`config.mk`:
```
export PLATFORM = sky130hd
export DESIGN_NAME = modexp_top
export DESIGN_NICKNAME = d
export VERILOG_FILES = /design/src/logic/modexp_pkg.sv /design/src/logic/mod_mult.sv /design/src/logic/mult_arbiter.sv /design/src/logic/base_power.sv /design/src/logic/exp_engine.sv /design/src/logic/split_exp_ctrl.sv /design/src/logic/modexp_top.sv
export SDC_FILE = /design/constraint.sdc
export NUM_CORES = 1
export LEC_CHECK = 0
export BUFFER_PORTS_ARGS = -buffer_cell sky130_fd_sc_hd__buf_2
export CAP_MARGIN = 20
export CELL_PAD_IN_SITES_DETAIL_PLACEMENT = 1
export CELL_PAD_IN_SITES_GLOBAL_PLACEMENT = 1
export CORE_MARGIN = 2
export CORE_UTILIZATION = 51
export CTS_CLUSTER_DIAMETER = 30
export DETAILED_ROUTE_END_ITERATION = 10
export PLACE_DENSITY_LB_ADDON = 0.1
export SETUP_SLACK_MARGIN = 0.05
export SYNTH_ARGS = -nofsm -noshare
export SYNTH_HDL_FRONTEND = slang
export SYNTH_HIERARCHICAL = 1
export SYNTH_SLANG_ARGS = --single-unit
```
`constraint.sdc`:
```
create_clock -name i_clk -period 17.25 [get_ports i_clk]
set_input_delay 3.45 -clock i_clk [delete_from_list [all_inputs] [get_ports i_clk]]
set_output_delay 3.45 -clock i_clk [all_outputs]
set_load 0.01 [all_outputs]
```
`src/logic/modexp_pkg.sv`:
```
// ==========================================================================
// Shared definitions for the modular exponentiation accelerator
//   - field element width and residue type
//   - requester ids used on the shared multiplier
//   - multiplier request and response words
// ==========================================================================

package modexp_pkg;

  // Width of one residue
  localparam int W = 16;

  typedef logic [W-1:0] elem_t;

  // Requester ids on the multiplier arbiter
  typedef logic [1:0] req_id_t;

  localparam req_id_t REQ_BASE  = 2'd0;
  localparam req_id_t REQ_ENG_A = 2'd1;
  localparam req_id_t REQ_ENG_B = 2'd2;

  // One multiply request, 34 bits
  typedef struct packed {
    elem_t   a;
    elem_t   b;
    req_id_t tag;
  } mult_req_t;

  // One multiply result, 18 bits
  typedef struct packed {
    elem_t   r;
    req_id_t tag;
  } mult_rsp_t;

endpackage

```
`src/logic/mod_mult.sv`:
```
// ==========================================================================
// Pipelined modular multiplier
//   Three stages: operand register, full product, reduction mod P_MOD.
//   Accepts one request per cycle, tag travels with the data.
// ==========================================================================
`timescale 1ns/1ps

module mod_mult #(
  parameter int P_MOD = 65521
) (
  input  logic                  i_clk,
  input  logic                  i_rst,
  input  modexp_pkg::mult_req_t i_req,
  input  logic                  i_req_val,
  output modexp_pkg::mult_rsp_t o_rsp,
  output logic                  o_rsp_val
);

  localparam int W = modexp_pkg::W;
  localparam logic [2*W-1:0] P_WIDE = (2*W)'(P_MOD);

  // Stage 1 operands
  modexp_pkg::elem_t   s1_a, s1_b;
  modexp_pkg::req_id_t s1_tag;
  logic                s1_val;

  // Stage 2 product
  logic [2*W-1:0]      s2_prod;
  modexp_pkg::req_id_t s2_tag;
  logic                s2_val;

  // Reduction of the full product
  logic [2*W-1:0]      s2_red;

  assign s2_red = s2_prod % P_WIDE;

  // Valid bits move down the pipe
  always_ff @(posedge i_clk) begin
    if (i_rst) begin
      s1_val    <= 1'b0;
      s2_val    <= 1'b0;
      o_rsp_val <= 1'b0;
    end else begin
      s1_val    <= i_req_val;
      s2_val    <= s1_val;
      o_rsp_val <= s2_val;
    end
  end

  always_ff @(posedge i_clk) begin
    s1_a      <= i_req.a;
    s1_b      <= i_req.b;
    s1_tag    <= i_req.tag;
    s2_prod   <= s1_a * s1_b;
    s2_tag    <= s1_tag;
    o_rsp.r   <= s2_red[W-1:0];
    o_rsp.tag <= s2_tag;
  end

endmodule

```
`src/logic/mult_arbiter.sv`:
```
// ==========================================================================
// Round-robin arbiter for the shared modular multiplier
//   Grants one of three requesters per cycle, stamps the winner's id
//   into the tag, and routes each response back by its tag.
// ==========================================================================
`timescale 1ns/1ps

module mult_arbiter (
  input  logic                  i_clk,
  input  logic                  i_rst,
  input  modexp_pkg::mult_req_t i_req [3],
  input  logic [2:0]            i_req_val,
  output logic [2:0]            o_gnt,
  output modexp_pkg::mult_req_t o_mreq,
  output logic                  o_mreq_val,
  input  modexp_pkg::mult_rsp_t i_mrsp,
  input  logic                  i_mrsp_val,
  output modexp_pkg::mult_rsp_t o_rsp,
  output logic [2:0]            o_rsp_val
);

  localparam int N = 3;

  // Index of the last requester granted
  logic [1:0] last;
  logic [1:0] win;
  logic       any;

  // Search starts just after the last winner
  always_comb begin
    win = last;
    any = 1'b0;
    for (int i = 1; i <= N; i++) begin
      int cand;
      cand = (int'(last) + i) % N;
      if (!any && i_req_val[cand]) begin
        any = 1'b1;
        win = cand[1:0];
      end
    end
  end

  always_comb begin
    o_gnt      = any ? (3'b001 << win) : 3'b000;
    o_mreq_val = any;
    o_mreq     = i_req[win];
    o_mreq.tag = win;
  end

  always_ff @(posedge i_clk) begin
    if (i_rst) begin
      last <= 2'd2;
    end else if (any) begin
      last <= win;
    end
  end

  // Responses go only to the requester named in the tag
  assign o_rsp = i_mrsp;

  always_comb begin
    for (int i = 0; i < N; i++) begin
      o_rsp_val[i] = i_mrsp_val && (i_mrsp.tag == 2'(i));
    end
  end

endmodule

```
`src/logic/base_power.sv`:
```
// ==========================================================================
// Decomposition stage
//   Squares the base H times through the shared multiplier to form
//   g2 = g^(2^H), then pulses o_done and holds the value.
// ==========================================================================
`timescale 1ns/1ps

module base_power #(
  parameter int H = 8
) (
  input  logic                  i_clk,
  input  logic                  i_rst,
  input  logic                  i_start,
  input  modexp_pkg::elem_t     i_base,
  output modexp_pkg::mult_req_t o_mreq,
  output logic                  o_mreq_val,
  input  logic                  i_mgnt,
  input  modexp_pkg::mult_rsp_t i_mrsp,
  input  logic                  i_mrsp_val,
  output logic                  o_done,
  output modexp_pkg::elem_t     o_g2
);

  localparam int CW = $clog2(H + 1);

  modexp_pkg::elem_t acc;
  logic [CW-1:0]     cnt;

  // Always a squaring, the arbiter fills in the tag
  always_comb begin
    o_mreq.a   = acc;
    o_mreq.b   = acc;
    o_mreq.tag = '0;
  end

  assign o_g2 = acc;

  always_ff @(posedge i_clk) begin
    if (i_rst) begin
      cnt        <= '0;
      o_mreq_val <= 1'b0;
      o_done     <= 1'b0;
    end else begin
      o_done <= 1'b0;
      if (i_mgnt) o_mreq_val <= 1'b0;
      if (i_start) begin
        cnt        <= '0;
        o_mreq_val <= 1'b1;
      end else if (i_mrsp_val) begin
        if (cnt == CW'(H - 1)) begin
          o_done <= 1'b1;
        end else begin
          cnt        <= cnt + 1'b1;
          o_mreq_val <= 1'b1;
        end
      end
    end
  end

  always_ff @(posedge i_clk) begin
    if (i_start) acc <= i_base;
    else if (i_mrsp_val) acc <= i_mrsp.r;
  end

endmodule

```
`src/logic/exp_engine.sv`:
```
// ==========================================================================
// Square-and-multiply engine for one half-exponent
//   Walks the exponent from the top bit down: square the accumulator,
//   then multiply by the base when the bit is set.
//   All products go through the shared multiplier.
// ==========================================================================
`timescale 1ns/1ps

module exp_engine #(
  parameter int H = 8
) (
  input  logic                  i_clk,
  input  logic                  i_rst,
  input  logic                  i_start,
  input  modexp_pkg::elem_t     i_base,
  input  logic [H-1:0]          i_exp,
  output modexp_pkg::mult_req_t o_mreq,
  output logic                  o_mreq_val,
  input  logic                  i_mgnt,
  input  modexp_pkg::mult_rsp_t i_mrsp,
  input  logic                  i_mrsp_val,
  output logic                  o_done,
  output modexp_pkg::elem_t     o_result
);

  localparam int IW = (H > 1) ? $clog2(H) : 1;

  modexp_pkg::elem_t acc;
  modexp_pkg::elem_t base_r;
  logic [H-1:0]      exp_r;
  logic [IW-1:0]     idx;
  // High while the pending product is the multiply by the base
  logic              mul_ph;

  always_comb begin
    o_mreq.a   = acc;
    o_mreq.b   = mul_ph ? base_r : acc;
    o_mreq.tag = '0;
  end

  assign o_result = acc;

  always_ff @(posedge i_clk) begin
    if (i_rst) begin
      idx        <= '0;
      mul_ph     <= 1'b0;
      o_mreq_val <= 1'b0;
      o_done     <= 1'b0;
    end else begin
      o_done <= 1'b0;
      if (i_mgnt) o_mreq_val <= 1'b0;
      if (i_start) begin
        idx    <= IW'(H - 1);
        mul_ph <= 1'b0;
        // Zero exponent needs no products at all
        if (i_exp == '0) begin
          o_done <= 1'b1;
        end else begin
          o_mreq_val <= 1'b1;
        end
      end else if (i_mrsp_val) begin
        if (!mul_ph && exp_r[idx]) begin
          mul_ph     <= 1'b1;
          o_mreq_val <= 1'b1;
        end else if (idx == '0) begin
          o_done <= 1'b1;
        end else begin
          // Next bit starts with a squaring
          idx        <= idx - 1'b1;
          mul_ph     <= 1'b0;
          o_mreq_val <= 1'b1;
        end
      end
    end
  end

  always_ff @(posedge i_clk) begin
    if (i_start) begin
      acc    <= modexp_pkg::elem_t'(1);
      base_r <= i_base;
      exp_r  <= i_exp;
    end else if (i_mrsp_val) begin
      acc <= i_mrsp.r;
    end
  end

endmodule

```
`src/logic/split_exp_ctrl.sv`:
```
// ==========================================================================
// Split-exponent controller
//   Splits the exponent into halves, forms g2 = g^(2^H), runs two
//   engines in parallel, combines their results with one multiply,
//   and handles unreduced bases and output back-pressure.
// ==========================================================================
`timescale 1ns/1ps

module split_exp_ctrl #(
  parameter int P_MOD = 65521,
  parameter int K_W   = 16
) (
  input  logic                  i_clk,
  input  logic                  i_rst,
  input  modexp_pkg::elem_t     i_base,
  input  logic [K_W-1:0]        i_exp,
  input  logic                  i_val,
  output logic                  o_rdy,
  output modexp_pkg::elem_t     o_result,
  output logic                  o_err,
  output logic                  o_val,
  input  logic                  i_rdy,
  output modexp_pkg::mult_req_t o_mreq,
  output logic                  o_mreq_val,
  input  modexp_pkg::mult_rsp_t i_mrsp,
  input  logic                  i_mrsp_val
);

  localparam int H = K_W / 2;
  localparam modexp_pkg::elem_t P_ELEM = modexp_pkg::elem_t'(P_MOD);
  localparam modexp_pkg::req_id_t ID_B = modexp_pkg::REQ_BASE;
  localparam modexp_pkg::req_id_t ID_A = modexp_pkg::REQ_ENG_A;
  localparam modexp_pkg::req_id_t ID_E = modexp_pkg::REQ_ENG_B;

  typedef enum logic [2:0] {IDLE, DECOMPOSE, POWER, COMBINE, FINISHED} state_t;
  state_t state;

  modexp_pkg::mult_req_t req [3];
  modexp_pkg::mult_req_t bp_req, a_req, b_req, comb_req;
  modexp_pkg::mult_rsp_t rsp;
  logic [2:0]            req_val, gnt, rsp_val;
  logic                  bp_req_val, a_req_val, b_req_val, comb_val;
  logic                  start_bp, start_eng, bp_done, a_done, b_done;
  logic                  got_a, got_b, comb_sel;
  modexp_pkg::elem_t     base_r, g2, a_res, b_res, res_a, res_b;
  logic [K_W-1:0]        exp_r;

  // Engine A's arbiter slot carries the combine multiply once A is done
  assign comb_sel = (state == COMBINE);

  always_comb begin
    comb_req.a   = res_a;
    comb_req.b   = res_b;
    comb_req.tag = '0;
    req[ID_B]     = bp_req;
    req_val[ID_B] = bp_req_val;
    req[ID_A]     = comb_sel ? comb_req : a_req;
    req_val[ID_A] = comb_sel ? comb_val : a_req_val;
    req[ID_E]     = b_req;
    req_val[ID_E] = b_req_val;
  end

  always_ff @(posedge i_clk) begin
    if (i_rst) begin
      state <= IDLE;
      o_rdy <= 1'b0;
      o_val <= 1'b0;
      o_err <= 1'b0;
      start_bp <= 1'b0;
      start_eng <= 1'b0;
      got_a <= 1'b0;
      got_b <= 1'b0;
      comb_val <= 1'b0;
    end else begin
      start_bp  <= 1'b0;
      start_eng <= 1'b0;
      if (gnt[ID_A] && comb_sel) comb_val <= 1'b0;
      case (state)
        IDLE: begin
          o_rdy <= 1'b1;
          if (o_rdy && i_val) begin
            o_rdy <= 1'b0;
            got_a <= 1'b0;
            got_b <= 1'b0;
            if (i_base >= P_ELEM) begin
              o_err <= 1'b1;
              o_val <= 1'b1;
              state <= FINISHED;
            end else begin
              o_err    <= 1'b0;
              start_bp <= 1'b1;
              state    <= DECOMPOSE;
            end
          end
        end
        DECOMPOSE: if (bp_done) begin
          start_eng <= 1'b1;
          state     <= POWER;
        end
        POWER: begin
          if (a_done) got_a <= 1'b1;
          if (b_done) got_b <= 1'b1;
          if ((got_a || a_done) && (got_b || b_done)) begin
            comb_val <= 1'b1;
            state    <= COMBINE;
          end
        end
        COMBINE: if (rsp_val[ID_A]) begin
          o_val <= 1'b1;
          state <= FINISHED;
        end
        FINISHED: if (i_rdy) begin
          o_val <= 1'b0;
          o_rdy <= 1'b1;
          state <= IDLE;
        end
        default: state <= IDLE;
      endcase
    end
  end

  // Job operands and engine results
  always_ff @(posedge i_clk) begin
    if (state == IDLE && o_rdy && i_val) begin
      base_r <= i_base;
      exp_r  <= i_exp;
      if (i_base >= P_ELEM) o_result <= '0;
    end
    if (a_done) res_a <= a_res;
    if (b_done) res_b <= b_res;
    if (comb_sel && rsp_val[ID_A]) o_result <= rsp.r;
  end

  base_power #(.H(H)) u_base_power (
    .i_clk(i_clk), .i_rst(i_rst), .i_start(start_bp), .i_base(base_r),
    .o_mreq(bp_req), .o_mreq_val(bp_req_val), .i_mgnt(gnt[ID_B]),
    .i_mrsp(rsp), .i_mrsp_val(rsp_val[ID_B]), .o_done(bp_done), .o_g2(g2)
  );

  exp_engine #(.H(H)) u_eng_a (
    .i_clk(i_clk), .i_rst(i_rst), .i_start(start_eng), .i_base(base_r),
    .i_exp(exp_r[H-1:0]), .o_mreq(a_req), .o_mreq_val(a_req_val),
    .i_mgnt(gnt[ID_A] && !comb_sel), .i_mrsp(rsp),
    .i_mrsp_val(rsp_val[ID_A] && !comb_sel), .o_done(a_done), .o_result(a_res)
  );

  exp_engine #(.H(H)) u_eng_b (
    .i_clk(i_clk), .i_rst(i_rst), .i_start(start_eng), .i_base(g2),
    .i_exp(exp_r[K_W-1:H]), .o_mreq(b_req), .o_mreq_val(b_req_val),
    .i_mgnt(gnt[ID_E]), .i_mrsp(rsp), .i_mrsp_val(rsp_val[ID_E]),
    .o_done(b_done), .o_result(b_res)
  );

  mult_arbiter u_arb (
    .i_clk(i_clk), .i_rst(i_rst), .i_req(req), .i_req_val(req_val), .o_gnt(gnt),
    .o_mreq(o_mreq), .o_mreq_val(o_mreq_val), .i_mrsp(i_mrsp),
    .i_mrsp_val(i_mrsp_val), .o_rsp(rsp), .o_rsp_val(rsp_val)
  );

endmodule

```
`src/logic/modexp_top.sv`:
```
// ==========================================================================
// Modular exponentiation accelerator top level
//   Split-exponent controller driving one shared modular multiplier
// ==========================================================================
`timescale 1ns/1ps

module modexp_top #(
  parameter int P_MOD = 65521,
  parameter int K_W   = 16
) (
  input  logic              i_clk,
  input  logic              i_rst,
  input  modexp_pkg::elem_t i_base,
  input  logic [K_W-1:0]    i_exp,
  input  logic              i_val,
  output logic              o_rdy,
  output modexp_pkg::elem_t o_result,
  output logic              o_err,
  output logic              o_val,
  input  logic              i_rdy
);

  modexp_pkg::mult_req_t mreq;
  modexp_pkg::mult_rsp_t mrsp;
  logic                  mreq_val, mrsp_val;

  split_exp_ctrl #(.P_MOD(P_MOD), .K_W(K_W)) u_ctrl (
    .i_clk(i_clk), .i_rst(i_rst), .i_base(i_base), .i_exp(i_exp), .i_val(i_val),
    .o_rdy(o_rdy), .o_result(o_result), .o_err(o_err), .o_val(o_val), .i_rdy(i_rdy),
    .o_mreq(mreq), .o_mreq_val(mreq_val), .i_mrsp(mrsp), .i_mrsp_val(mrsp_val)
  );

  mod_mult #(.P_MOD(P_MOD)) u_mult (
    .i_clk(i_clk), .i_rst(i_rst), .i_req(mreq), .i_req_val(mreq_val),
    .o_rsp(mrsp), .o_rsp_val(mrsp_val)
  );

endmodule

```
Word-level counts from Yosys, hierarchy flattened
Cells that the tools add are included.
W data, S select, Z words.
- flip-flop bits (word level): 296
- input port bits: 36
- output and inout bits: 19
- logic and storage cells: 239
- add/subtract/negate cells: 6
- multipliers: 1
- divide/modulo/power cells: 4
- $lt $le $gt $ge: 7
- eq/ne operators: 21
- shift operators: 1
- multiplexer cells: 97
- bitwise gates (word level): 6
- reduce and logical (&&, ||, !) cells: 53
- operators with widths (kind ; count):
    $mux W16 ; 7
    $mux W34 ; 3
    $lt A32 B4 Y1 const B ; 3
    $mod A32 B3 Y32 const B ; 3
    $bmux W34 S2 ; 1
    $mux W1 ; 58
    $mux W3 ; 15
    $mod A32 B16 Y32 const B ; 1
    $mul A16 B16 Y32 ; 1
    $ge A16 B16 Y1 const B ; 1
    $logic_not A8 Y1 ; 2
    $logic_and A1 B1 Y1 ; 15
    $pmux W3 S5 ; 1
    $ne A2 B1 Y1 const B ; 7
    $ne A2 B2 Y1 const B ; 7
    $reduce_bool A2 Y1 ; 7
    $reduce_and A2 Y1 ; 6
    $reduce_and A3 Y1 ; 4
    $reduce_and A5 Y1 ; 2
    $logic_not A3 Y1 ; 3
    $lt A3 B4 Y1 const B ; 2
    $add A2 B2 Y3 const B ; 2
    $bmux W1 S2 ; 3
    $bmux W1 S3 ; 2
    22 further kinds ; 40

Longest topological paths before layout
Gate-level depths: netlist of run 1.
- word-level depth: 20
- depth in mapped cells: 76

Modules after synthesis
Netlist of run 1, hierarchy kept.
- by module, submodules not included (module ; times used ; cells each ; area each (µm²) ; sequential area each (µm²)):
    mod_mult ; 1 ; 2454 ; 19472.4 ; 1781.7
    exp_engine ; 2 ; 161 ; 2069.5 ; 1161.1
    split_exp_ctrl ; 1 ; 203 ; 3463.3 ; 2622.5
    mult_arbiter ; 1 ; 179 ; 1285.0 ; 40.0
    base_power ; 1 ; 99 ; 1203.7 ; 600.6

Least setup slack after synthesis of run 1
No wires, ideal clock.
- path type: flip-flop to flip-flop
- start: reg u_mult.s2_prod[19]
- end: reg, netlist name u_mult/o_rsp[15]
- arrival: 15.621 ns
- required time: 17.177 ns
- path slack: 1.557 ns
- stages on the path, launching flop included: 69
- buffers on the path: 12
- cells stage by stage: dfxtp_1 buf_2 or4_1 buf_2 a21oi_1 o21a_1 clkbuf_1 and4_1 buf_2 o21ai_1 a211o_1 o211a_1 buf_2 a21oi_4 mux2i_1 and2_1 a41oi_1 nor2_2 [33 not listed] inv_1 ha_1 inv_1 a211oi_1 nor3_1 or2_1 buf_2 o31a_1 buf_4 xnor2_1 ha_1 nand2b_1 o221ai_1 nor4_2 a21oi_2 buf_6 nor4_1 xnor2_1
- word-level cells in the longest chain between the ends: 1
- RTL lines (item ; RTL line ; RTL):
    from (decl) ; mod_mult.sv:28 ; logic [2*W-1:0] s2_prod;
    from (signal assigned) ; mod_mult.sv:54 ; s2_prod <= s1_a * s1_b;
    $mod A32 B16 Y32 ; mod_mult.sv:35 ; assign s2_red = s2_prod % P_WIDE;
    via u_mult.s2_red[13] ; mod_mult.sv:33 ; logic [2*W-1:0] s2_red;
The timed path passes the listed nets, and every way through them passes these cells.
A chain may end at the register's enable or synchronous reset.

Worst setup path in the final report of run 1
- start: reg u_mult.s2_prod[17]
- end: reg, netlist name u_mult/o_rsp[5]
- word-level cells in the longest chain between the ends: 1
- RTL lines (item ; RTL line):
    $mod A32 B16 Y32 ; mod_mult.sv:35
    via u_mult.s2_red[3] ; mod_mult.sv:33
The timed path passes the listed nets, and every way through them passes these cells.

==> metrics, run 1 <==
Setup crit start kind flop; status complete, no violations; Layout Nets 3,716; DIE AREA 59,740 sq um; crit-path max cell delay 0.65 ns; CTS clock-pin slew for the worst setup and hold paths 0.05 ns; Biggest register u_mult/s2_prod; DR WL/cell 23.31 um; via count of the first global-routing pass 27,750; via count 25,750; core box area 57,480 sq um; Worst-Margin Slew 1.147 ns; Initial Utilization 51.29%; met2 wire len 48,890 um; First DRT Iteration DRCs 1,659; min setup slack post-route 0.5265 ns; antenna violations before repair 1; port buffer count 54; Final setup viols 0; row count 88; CTS Buf Count 50; WHS 0.3352 ns; cell area after synthesis 29,480 sq um; fin. max-slew vios 0; final hold violation count 0; total negative slack 0 ns; Period Utilization, post-route 96.95%; Clock Latency Late Sink 0.60 ns; cts hold-fix bufs 0; share of cells above drive strength 1 21.67%; Layout Utilization 58.99%; clk root buf clkbuf_16; chip width 244.4 um; Top Metal Used met5; Synth warnings 6; critical path class flop to flop; synthesized instance count 3,244; Die Y 244.4 um; crit path max-delay cell type or4_4; met3 wire len 3668 um; final WL 97,330 um; worst-case clock buffer depth 3; Arr. time, crit path 17.18 ns; H-tree depth 2; max_cap viols 0; fmax 59.80 MHz; crit-path max FO 11; vias per std cell 6.166; Post-Syn Nets 3,591; largest net degree at the start of global routing 65; Final GP Congestion 0.9066; worst hold path class flop to flop; GRT Util Overall 31.55%; Top Registers u_mult/s2_prod (32), u_mult/o_rsp (18); Pre-Repair DR Iteration Count 5; # clock sinks 296; relative slew slack 22.58%; Setup Skew 0.03496 ns; final worst path period need 16.72 ns; dpl ws -0.3966 ns; Largest register FFs 32; Antenna Cells 0; area delta synth->final 15.02%; I/O pin cnt 55; CP endpoint kind flop; grt ovf 0; cell mode on critical path buf_4; CTS tree built; first-pass GRT wire length 151,600 um; final HPWL from detailed placement 71,250 um; met1 wire length 41,650 um; Avg Cell Area, Syn 9.087 sq um; Routed Antenna Nets 0; WP data required 17.71 ns; drt drc 0
[worst max-delay path: cells and delay by family, from the launching register on]
| kind | cells | cell delay [ns] |
|---|---|---|
| and+or+nand+nor | 21 | 6.88 |
| buffers and inverters | 9 | 1.72 |
| DFF | 1 | 0.39 |
| AOI/OAI and AO/OA | 27 | 6.75 |
| adders and majority gates | 1 | 0.20 |
| xor gates and xnor gates | 3 | 0.61 |
[routing by layer]
metal / vias to the layer above / global-route usage, %
met5: - / 0
met4: 2 / 11.33
met3: 181 / 2.930
met2: 649 / 55.81
met1: 13110 / 40.09
li1: 11810 / -
[layout make-up]
cell class / instances / area (sq um)
Clock buffer: 65 / 1423
Clock inverter: 29 / 286.5
Fill cell: 6440 / 23570
Inverter: 283 / 1062
Multi-Input combinational cell: 2440 / 20640
Sequential cell: 296 / 7377
Tap cell: 765 / 957.2
Timing Repair Buffer: 298 / 2158
[cell usage in the layout, fill, tap and decap left out, types with 24 or more instances in the layout]
cell type / count
ha_1: 117
a21o_1: 27
a31oi_1: 32
buf_2: 54
buf_4: 240
inv_1: 282
clkbuf_16: 54
nor3_1: 75
or3_1: 36
nand2_1: 332
edfxtp_1: 144
and3_1: 24
mux2_2: 84
xnor2_1: 110
dfxtp_1: 146
nand4_1: 37
o21bai_1: 30
o21ai_0: 57
and2_1: 129
a21oi_1: 105
nor2_1: 154
fa_1: 194
o211ai_1: 33
mux2i_1: 91
nand2b_1: 31
nand3_1: 65
o22ai_1: 48
o21ai_1: 27
[final timing paths]
kind | from | endpoint | slack (ns) | cells past startpoint
hold / removal | u_mult/s1_tag[1] | u_mult/s2_tag[1] | 0.34 | 0
setup / recovery | u_mult/s2_prod[17] | u_mult/o_rsp[5] | 0.53 | 61
setup reg to reg | u_mult/s2_prod[17] | u_mult/o_rsp[5] | 0.53 | 61
hold reg to reg | u_mult/s1_tag[1] | u_mult/s2_tag[1] | 0.34 | 0
[timing repair]
item / in CTS / in global routing
cloned: 0 / 2
setup endpoints to repair: 16 / 16
setup buffers: 6 / 30
pin swaps: 3 / 38
gates resized for setup: 17 / 161
hold endpoints to repair: 0 / 0
[metrics by stage]
stage	cells	instance area, sq um
CTS	4143	32820
global placement	4042	30950
detailed placement	4043	30980
floorplan	3244	29480
global route	4176	33910
finish	4176	33910
Power of run 1 is not shown: default switching activity piles up to over one toggle a cycle in this logic, so the estimate is an artifact.
==> inputs of run 2 (changes only) <==
--- a/config.mk
+++ b/config.mk
@@ -9,7 +9,6 @@
 export CAP_MARGIN = 20
 export CELL_PAD_IN_SITES_DETAIL_PLACEMENT = 1
 export CELL_PAD_IN_SITES_GLOBAL_PLACEMENT = 1
-export CORE_MARGIN = 2
 export CORE_UTILIZATION = 51
 export CTS_CLUSTER_DIAMETER = 30
 export DETAILED_ROUTE_END_ITERATION = 10
==> run 2 against run 1 <==
  * Critical path depth shrank 2
  * Worst hold slack got worse by 0.0019 ns
  * Clock skew fell by 0.011 ns
  * Sequential share of layout area up 0.27 points
  * Die area decreased by 1.6%
  * Cell area down 1.1%
  * Register-to-register slack lost 0.12 ns
  * Critical path type unchanged
  * Global-route usage is 0.94 points higher
==> metrics, run 2 (synthesis results as in run 1) <==
clk root buf clkbuf_16; via count 25,960 (+0.83%); Initial Utilization 51.98% (+0.69 points); final WL 98,440 um (+1.1%); crit-path max FO 10 (-1); delay-heaviest family, CP compound AO/OA/AOI/OAI gates; M1 GR Usage 41.37% (+1.3 points); Arr. time, crit path 17.34 ns (+0.16 ns); hold depth 0 (unchanged); crit path max-delay cell type or4_4; Worst-Margin Slew 0.9607 ns (-0.1860 ns); crit-path max cell delay 0.65 ns (about the same); relative slew slack 35.81% (+13 points); cell mode on critical path buf_4; Period Utilization, post-route 97.65% (+0.70 points); DP Area 30,710 sq um (-0.86%); WP depth 59 (-3.3%); Routed Antenna Nets 0 (unchanged); grt ovf 0 (unchanged); Setup Skew 0.02357 ns (-0.01139 ns); R2R depth 59 (-3.3%); Top Registers u_mult/s2_prod (32), u_mult/o_rsp (18); row count 87 (-1.1%); worst-case clock buffer depth 3 (unchanged); Final setup viols 0 (unchanged); Antenna Cells 0 (unchanged); cts hold-fix bufs 0 (unchanged); worst hold path class flop to flop; commonest non-fill, non-tap cells in the layout nand2_1, inv_1, buf_4, fa_1, nor2_1; fin. max-slew vios 0 (unchanged); commonest non-fill, non-tap cell in the layout nand2_1; drt drc 0 (unchanged); Die Y 242.4 um (-0.82%); max_cap viols 0 (unchanged); final HPWL from detailed placement 70,690 um (-0.79%); port buffer count 54 (unchanged); Worst Path Buf+Inv 6 (-3); share of cells above drive strength 1 20.75% (-0.92 points); # clock sinks 296 (unchanged); First DRT Iteration DRCs 1,662 (+0.18%); largest net degree at the start of global routing 65 (unchanged); WP data required 17.75 ns (+0.04 ns); critical path class flop to flop; Largest register FFs 32 (unchanged); first-pass GRT wire length 153,600 um (+1.3%); Pre-Repair DR Iteration Count 7 (+2); GR peak layer met2; Final GP Congestion 0.9370 (+3.4%); DIE AREA 58,770 sq um (-1.6%); GRT Util Overall 32.49% (+0.94 points); final hold violation count 0 (unchanged); fmax 59.37 MHz (-0.72%); CTS tree built; CP endpoint kind flop; status complete, no violations; final worst path period need 16.84 ns (+0.1206 ns); Setup crit start kind flop; core box area 56,710 sq um (-1.3%); CTS Buf Count 49 (-2.0%); Layout Nets 3,685 (-0.83%); area delta synth->final 13.71%; global-route met2 utilization 56.32% (+0.51 points); antenna violations before repair 0 (-1); Clock Latency Late Sink 0.61 ns (about the same); vias per std cell 6.279 (+1.8%); M3 GR Usage 3.168% (+0.24 points); via count of the first global-routing pass 27,590 (-0.55%); Layout Cell Area excl Fill 33,520 sq um (-1.1%); CTS clock-pin slew for the worst setup and hold paths 0.06 ns (about the same); I/O pin cnt 55 (unchanged); Biggest register u_mult/s2_prod; chip width 242.4 um (-0.82%); H-tree depth 2 (unchanged); DR WL/cell 23.81 um (+2.1%)
==> run 2: cell count changes in the layout (fill, tap and decap cells not counted), sizes merged <==
cell      before  now
bufinv         1    3
clkbuf        65   55
buf          297  268
inv          290  301
a21oi        121  120
clkinvlp       9    5
clkinv        12   11
==> run 2: what timing repair did <==
action,CTS,global route
setup buffers,0,40
gates resized for setup,20,138
cloned,0,1
endpoints found under the hold margin,0,0
pin swaps,0,34
setup endpoints to repair,16,16
==> run 2: final timing paths <==
path / startpoint / endpoint / slack [ns]
worst min register to register: u_mult/s1_tag[1] / u_mult/s2_tag[1] / 0.33
worst max-delay path: u_mult/s2_prod[18] / u_mult/o_rsp[15] / 0.41
worst min-delay path: u_mult/s1_tag[1] / u_mult/s2_tag[1] / 0.33
worst max register to register: u_mult/s2_prod[18] / u_mult/o_rsp[15] / 0.41
==> run 2: routing by layer <==
layer	up-vias	part of all wire, %
li1	11760	-
met1	13210	42
met2	755	49
met3	235	4.2
met4	0	4.1
met5	-	0
==> run 2: final cells by class <==
class                      instances  area (sq um)
clock inverter                    37         397.9
multi-input combinational       2439         20490
fill                            6346         23190
tap                              756         945.9
clock buffer                      55          1290
sequential                       296          7385
inverter                         283          1062
timing repair buffer             269          1949
==> run 2: per-stage QoR <==
step | hold slack [ns] | setup TNS (ns) | util (%) | setup slack [ns] | cells
after CTS | 0.3351 | 0 | 57.27 | 0.08252 | 4093
final | 0.3333 | 0 | 59.11 | 0.4059 | 4135
after global routing | 0.3420 | -1.923 | 59.11 | -0.3330 | 4135
after floorplan | 0.3096 | 0 | - | 1.557 | 3244
after detailed placement | 0.3168 | -2.133 | 54.16 | -0.3096 | 4001
after global placement | 0.3102 | 0 | 54.16 | 0.1027 | 4001
Power of run 2 is left out for the same reason.
==> inputs of run 3 (changes only) <==
--- a/config.mk
+++ b/config.mk
@@ -5,14 +5,16 @@
 export SDC_FILE = /design/constraint.sdc
 export NUM_CORES = 1
 export LEC_CHECK = 0
+export ABC_AREA = 1
 export BUFFER_PORTS_ARGS = -buffer_cell sky130_fd_sc_hd__buf_2
 export CAP_MARGIN = 20
 export CELL_PAD_IN_SITES_DETAIL_PLACEMENT = 1
 export CELL_PAD_IN_SITES_GLOBAL_PLACEMENT = 1
-export CORE_UTILIZATION = 51
+export CORE_MARGIN = 3
+export CORE_UTILIZATION = 48
 export CTS_CLUSTER_DIAMETER = 30
 export DETAILED_ROUTE_END_ITERATION = 10
-export PLACE_DENSITY_LB_ADDON = 0.1
+export PLACE_DENSITY_LB_ADDON = 0.05
 export SETUP_SLACK_MARGIN = 0.05
 export SYNTH_ARGS = -nofsm -noshare
 export SYNTH_HDL_FRONTEND = slang
==> run 3 against run 2 <==
  * Cell area is 3.5% higher
  * Worst hold slack worse by 0.029 ns
  * Synthesized cell count is 46% higher
  * Critical endpoint is now u_mult/o_rsp[13]
  * Worst setup slack better by 1.1 ns
  * Sequential cell count stayed put
  * Clock skew is 0.011 ns higher
  * Register-to-register slack better by 1.1 ns
  * Largest cell class unchanged
  * Die area is 18% higher
  * Via count is 12% higher
  * Sequential share of layout area is 0.80 points lower
  * Global-route usage is 6.1 points lower
  * Count of clock-buffer cells in the layout is 29 higher
==> metrics, run 3 <==
Top Registers u_mult/s2_prod (32), u_mult/o_rsp (18); cell mode on critical path nand2_1; cell area after synthesis 31,750 sq um (+7.7%); DIE AREA 69,280 sq um (+18%); final hold violation count 0 (unchanged); drt drc 0 (unchanged); Layout Nets 5,034 (+37%); final WL 93,100 um (-5.4%); fin. max-slew vios 0 (unchanged); antenna violations before repair 0 (unchanged); Setup Skew 0.03434 ns (+0.01077 ns); WHS 0.3046 ns (-0.02871 ns); cts hold-fix bufs 0 (unchanged); clk root buf clkbuf_16; Clock Latency Late Sink 0.59 ns (-0.02 ns); Antenna Cells 0 (unchanged); Final setup viols 0 (unchanged); total negative slack 0 ns (unchanged); Pre-Repair DR Iteration Count 5 (-2); CTS clock-pin slew for the worst setup and hold paths 0.05 ns (about the same); H-tree depth 3 (+1); largest net degree at the start of global routing 43 (-34%); via count of the first global-routing pass 30,640 (+11%); chip width 263.2 um (+8.6%); final HPWL from detailed placement 70,490 um (-0.29%); GRT Util Overall 26.44% (-6.1 points); max_cap viols 0 (unchanged); CP endpoint kind flop; commonest non-fill, non-tap cells in the layout nand2_1, inv_1, nand3_1, nor2_1, fa_1; Post-Syn Nets 5,095 (+42%); Seq. cell area 7368 sq um (-0.22%); delay-heaviest family, CP simple AND/OR/NAND/NOR gates; WP data required 17.71 ns (-0.04 ns); Post-Place Cells 5,440 (+36%); Die Y 263.2 um (+8.6%); Largest register FFs 32 (unchanged); core box area 64,930 sq um (+14%); crit-path max FO 25 (+15); commonest non-fill, non-tap cell in the layout nand2_1; vias per std cell 5.217 (-17%); worst r2r dst u_mult/o_rsp[13]; dpl ws -0.3334 ns (-0.02378 ns); fmax 63.53 MHz (+7.0%); Avg Cell Area, Syn 6.688 sq um (-26%); Period Utilization, post-route 91.24% (-6.4 points); Worst-Margin Slew 1.038 ns (+0.07730 ns); worst hold path class flop to flop; first-pass GRT wire length 154,600 um (+0.68%); Initial Utilization 48.91% (-3.1 points); share of cells above drive strength 1 12.43% (-8.3 points); port buffer count 54 (unchanged); Hold Startpoint u_mult/s2_tag[1]; area of the multi-input gates 20,210 sq um (-1.3%); row count 93 (+6.9%); DR WL/cell 16.64 um (-30%); status complete, no violations; worst-case clock buffer depth 3 (unchanged); non-filler cells, final 5,595 (+35%); hold depth 0 (unchanged); I/O pin cnt 55 (unchanged); Setup crit start kind flop; Worst Path Buf+Inv 11 (+5); Hold EP u_mult/o_rsp[1]; Synth warnings 6 (unchanged); # clock sinks 296 (unchanged); First DRT Iteration DRCs 1,509 (-9.2%); CTS Buf Count 66 (+35%); launch point of the worst reg-to-reg path u_mult/s2_prod[17]; via count 29,190 (+12%); R2R depth 120 (+100%); grt ovf 0 (unchanged); Final GP Congestion 0.8890 (-5.1%); crit path max-delay cell type dfxtp_1; fill count 8,619 (+36%); CTS tree built; crit-path max cell delay 0.34 ns (-0.31 ns); Biggest register u_mult/s2_prod; Arr. time, crit path 16.20 ns (-1.14 ns); Routed Antenna Nets 0 (unchanged); R2R setup slack 1.51 ns (+1.10 ns); relative slew slack 30.64% (-5.2 points); critical path class flop to flop; area delta synth->final 9.275%; synthesized instance count 4,748 (+46%); final worst path period need 15.74 ns (-1.104 ns); min setup slack post-route 1.510 ns (+1.104 ns)
run 3: worst max-delay path by stage:
stage | start | to | cells after the start
floorplan | u_mult/s2_prod[17] | u_mult/o_rsp[4] | 125
global placement | u_mult/s2_prod[17] | u_mult/o_rsp[15] | 116
detailed placement | u_mult/s2_prod[17] | u_mult/o_rsp[2] | 122
CTS | u_mult/s2_prod[24] | u_mult/o_rsp[16] | 124
global route | u_mult/s2_prod[28] | u_mult/o_rsp[16] | 119
finish | u_mult/s2_prod[17] | u_mult/o_rsp[13] | 120
run 3: area by class of cell:
type | instances | share of cell area, %
Tap cell | 855 | 3.083
Timing Repair Buffer | 100 | 1.828
Clock buffer | 84 | 5.192
Clock inverter | 37 | 1.504
Sequential cell | 296 | 21.23
Inverter | 817 | 8.903
Multi-Input combinational cell | 3406 | 58.26
run 3: metrics by stage:
| step | utilization, % | area [sq um] |
|---|---|---|
| 6_report | 53.44 | 34700 |
| 5_1_grt | 53.44 | 34700 |
| 4_1_cts | 52.55 | 34120 |
| 3_5_place_dp | 48.88 | 31740 |
| 3_3_place_gp | 48.88 | 31740 |
| 2_1_floorplan | - | 31750 |
run 3: layer usage:
metal | share of wire (%) | wire length (um) | track usage (%) | vias up
li1 | - | - | - | 14450
met1 | 46 | 43140 | 35.14 | 14170
met2 | 49 | 45680 | 46.57 | 453
met3 | 3.1 | 2906 | 3.047 | 112
met4 | 1.5 | 1370 | 5.111 | 0
met5 | 0 | 0 | 0 | -
run 3: repair_timing:
action,CTS,global route
resized for setup,4,80
buffers inserted,5,24
pin swaps,2,14
gates cloned,0,2
setup endpoints to repair,16,16
Power of run 3 is left out for the same reason.
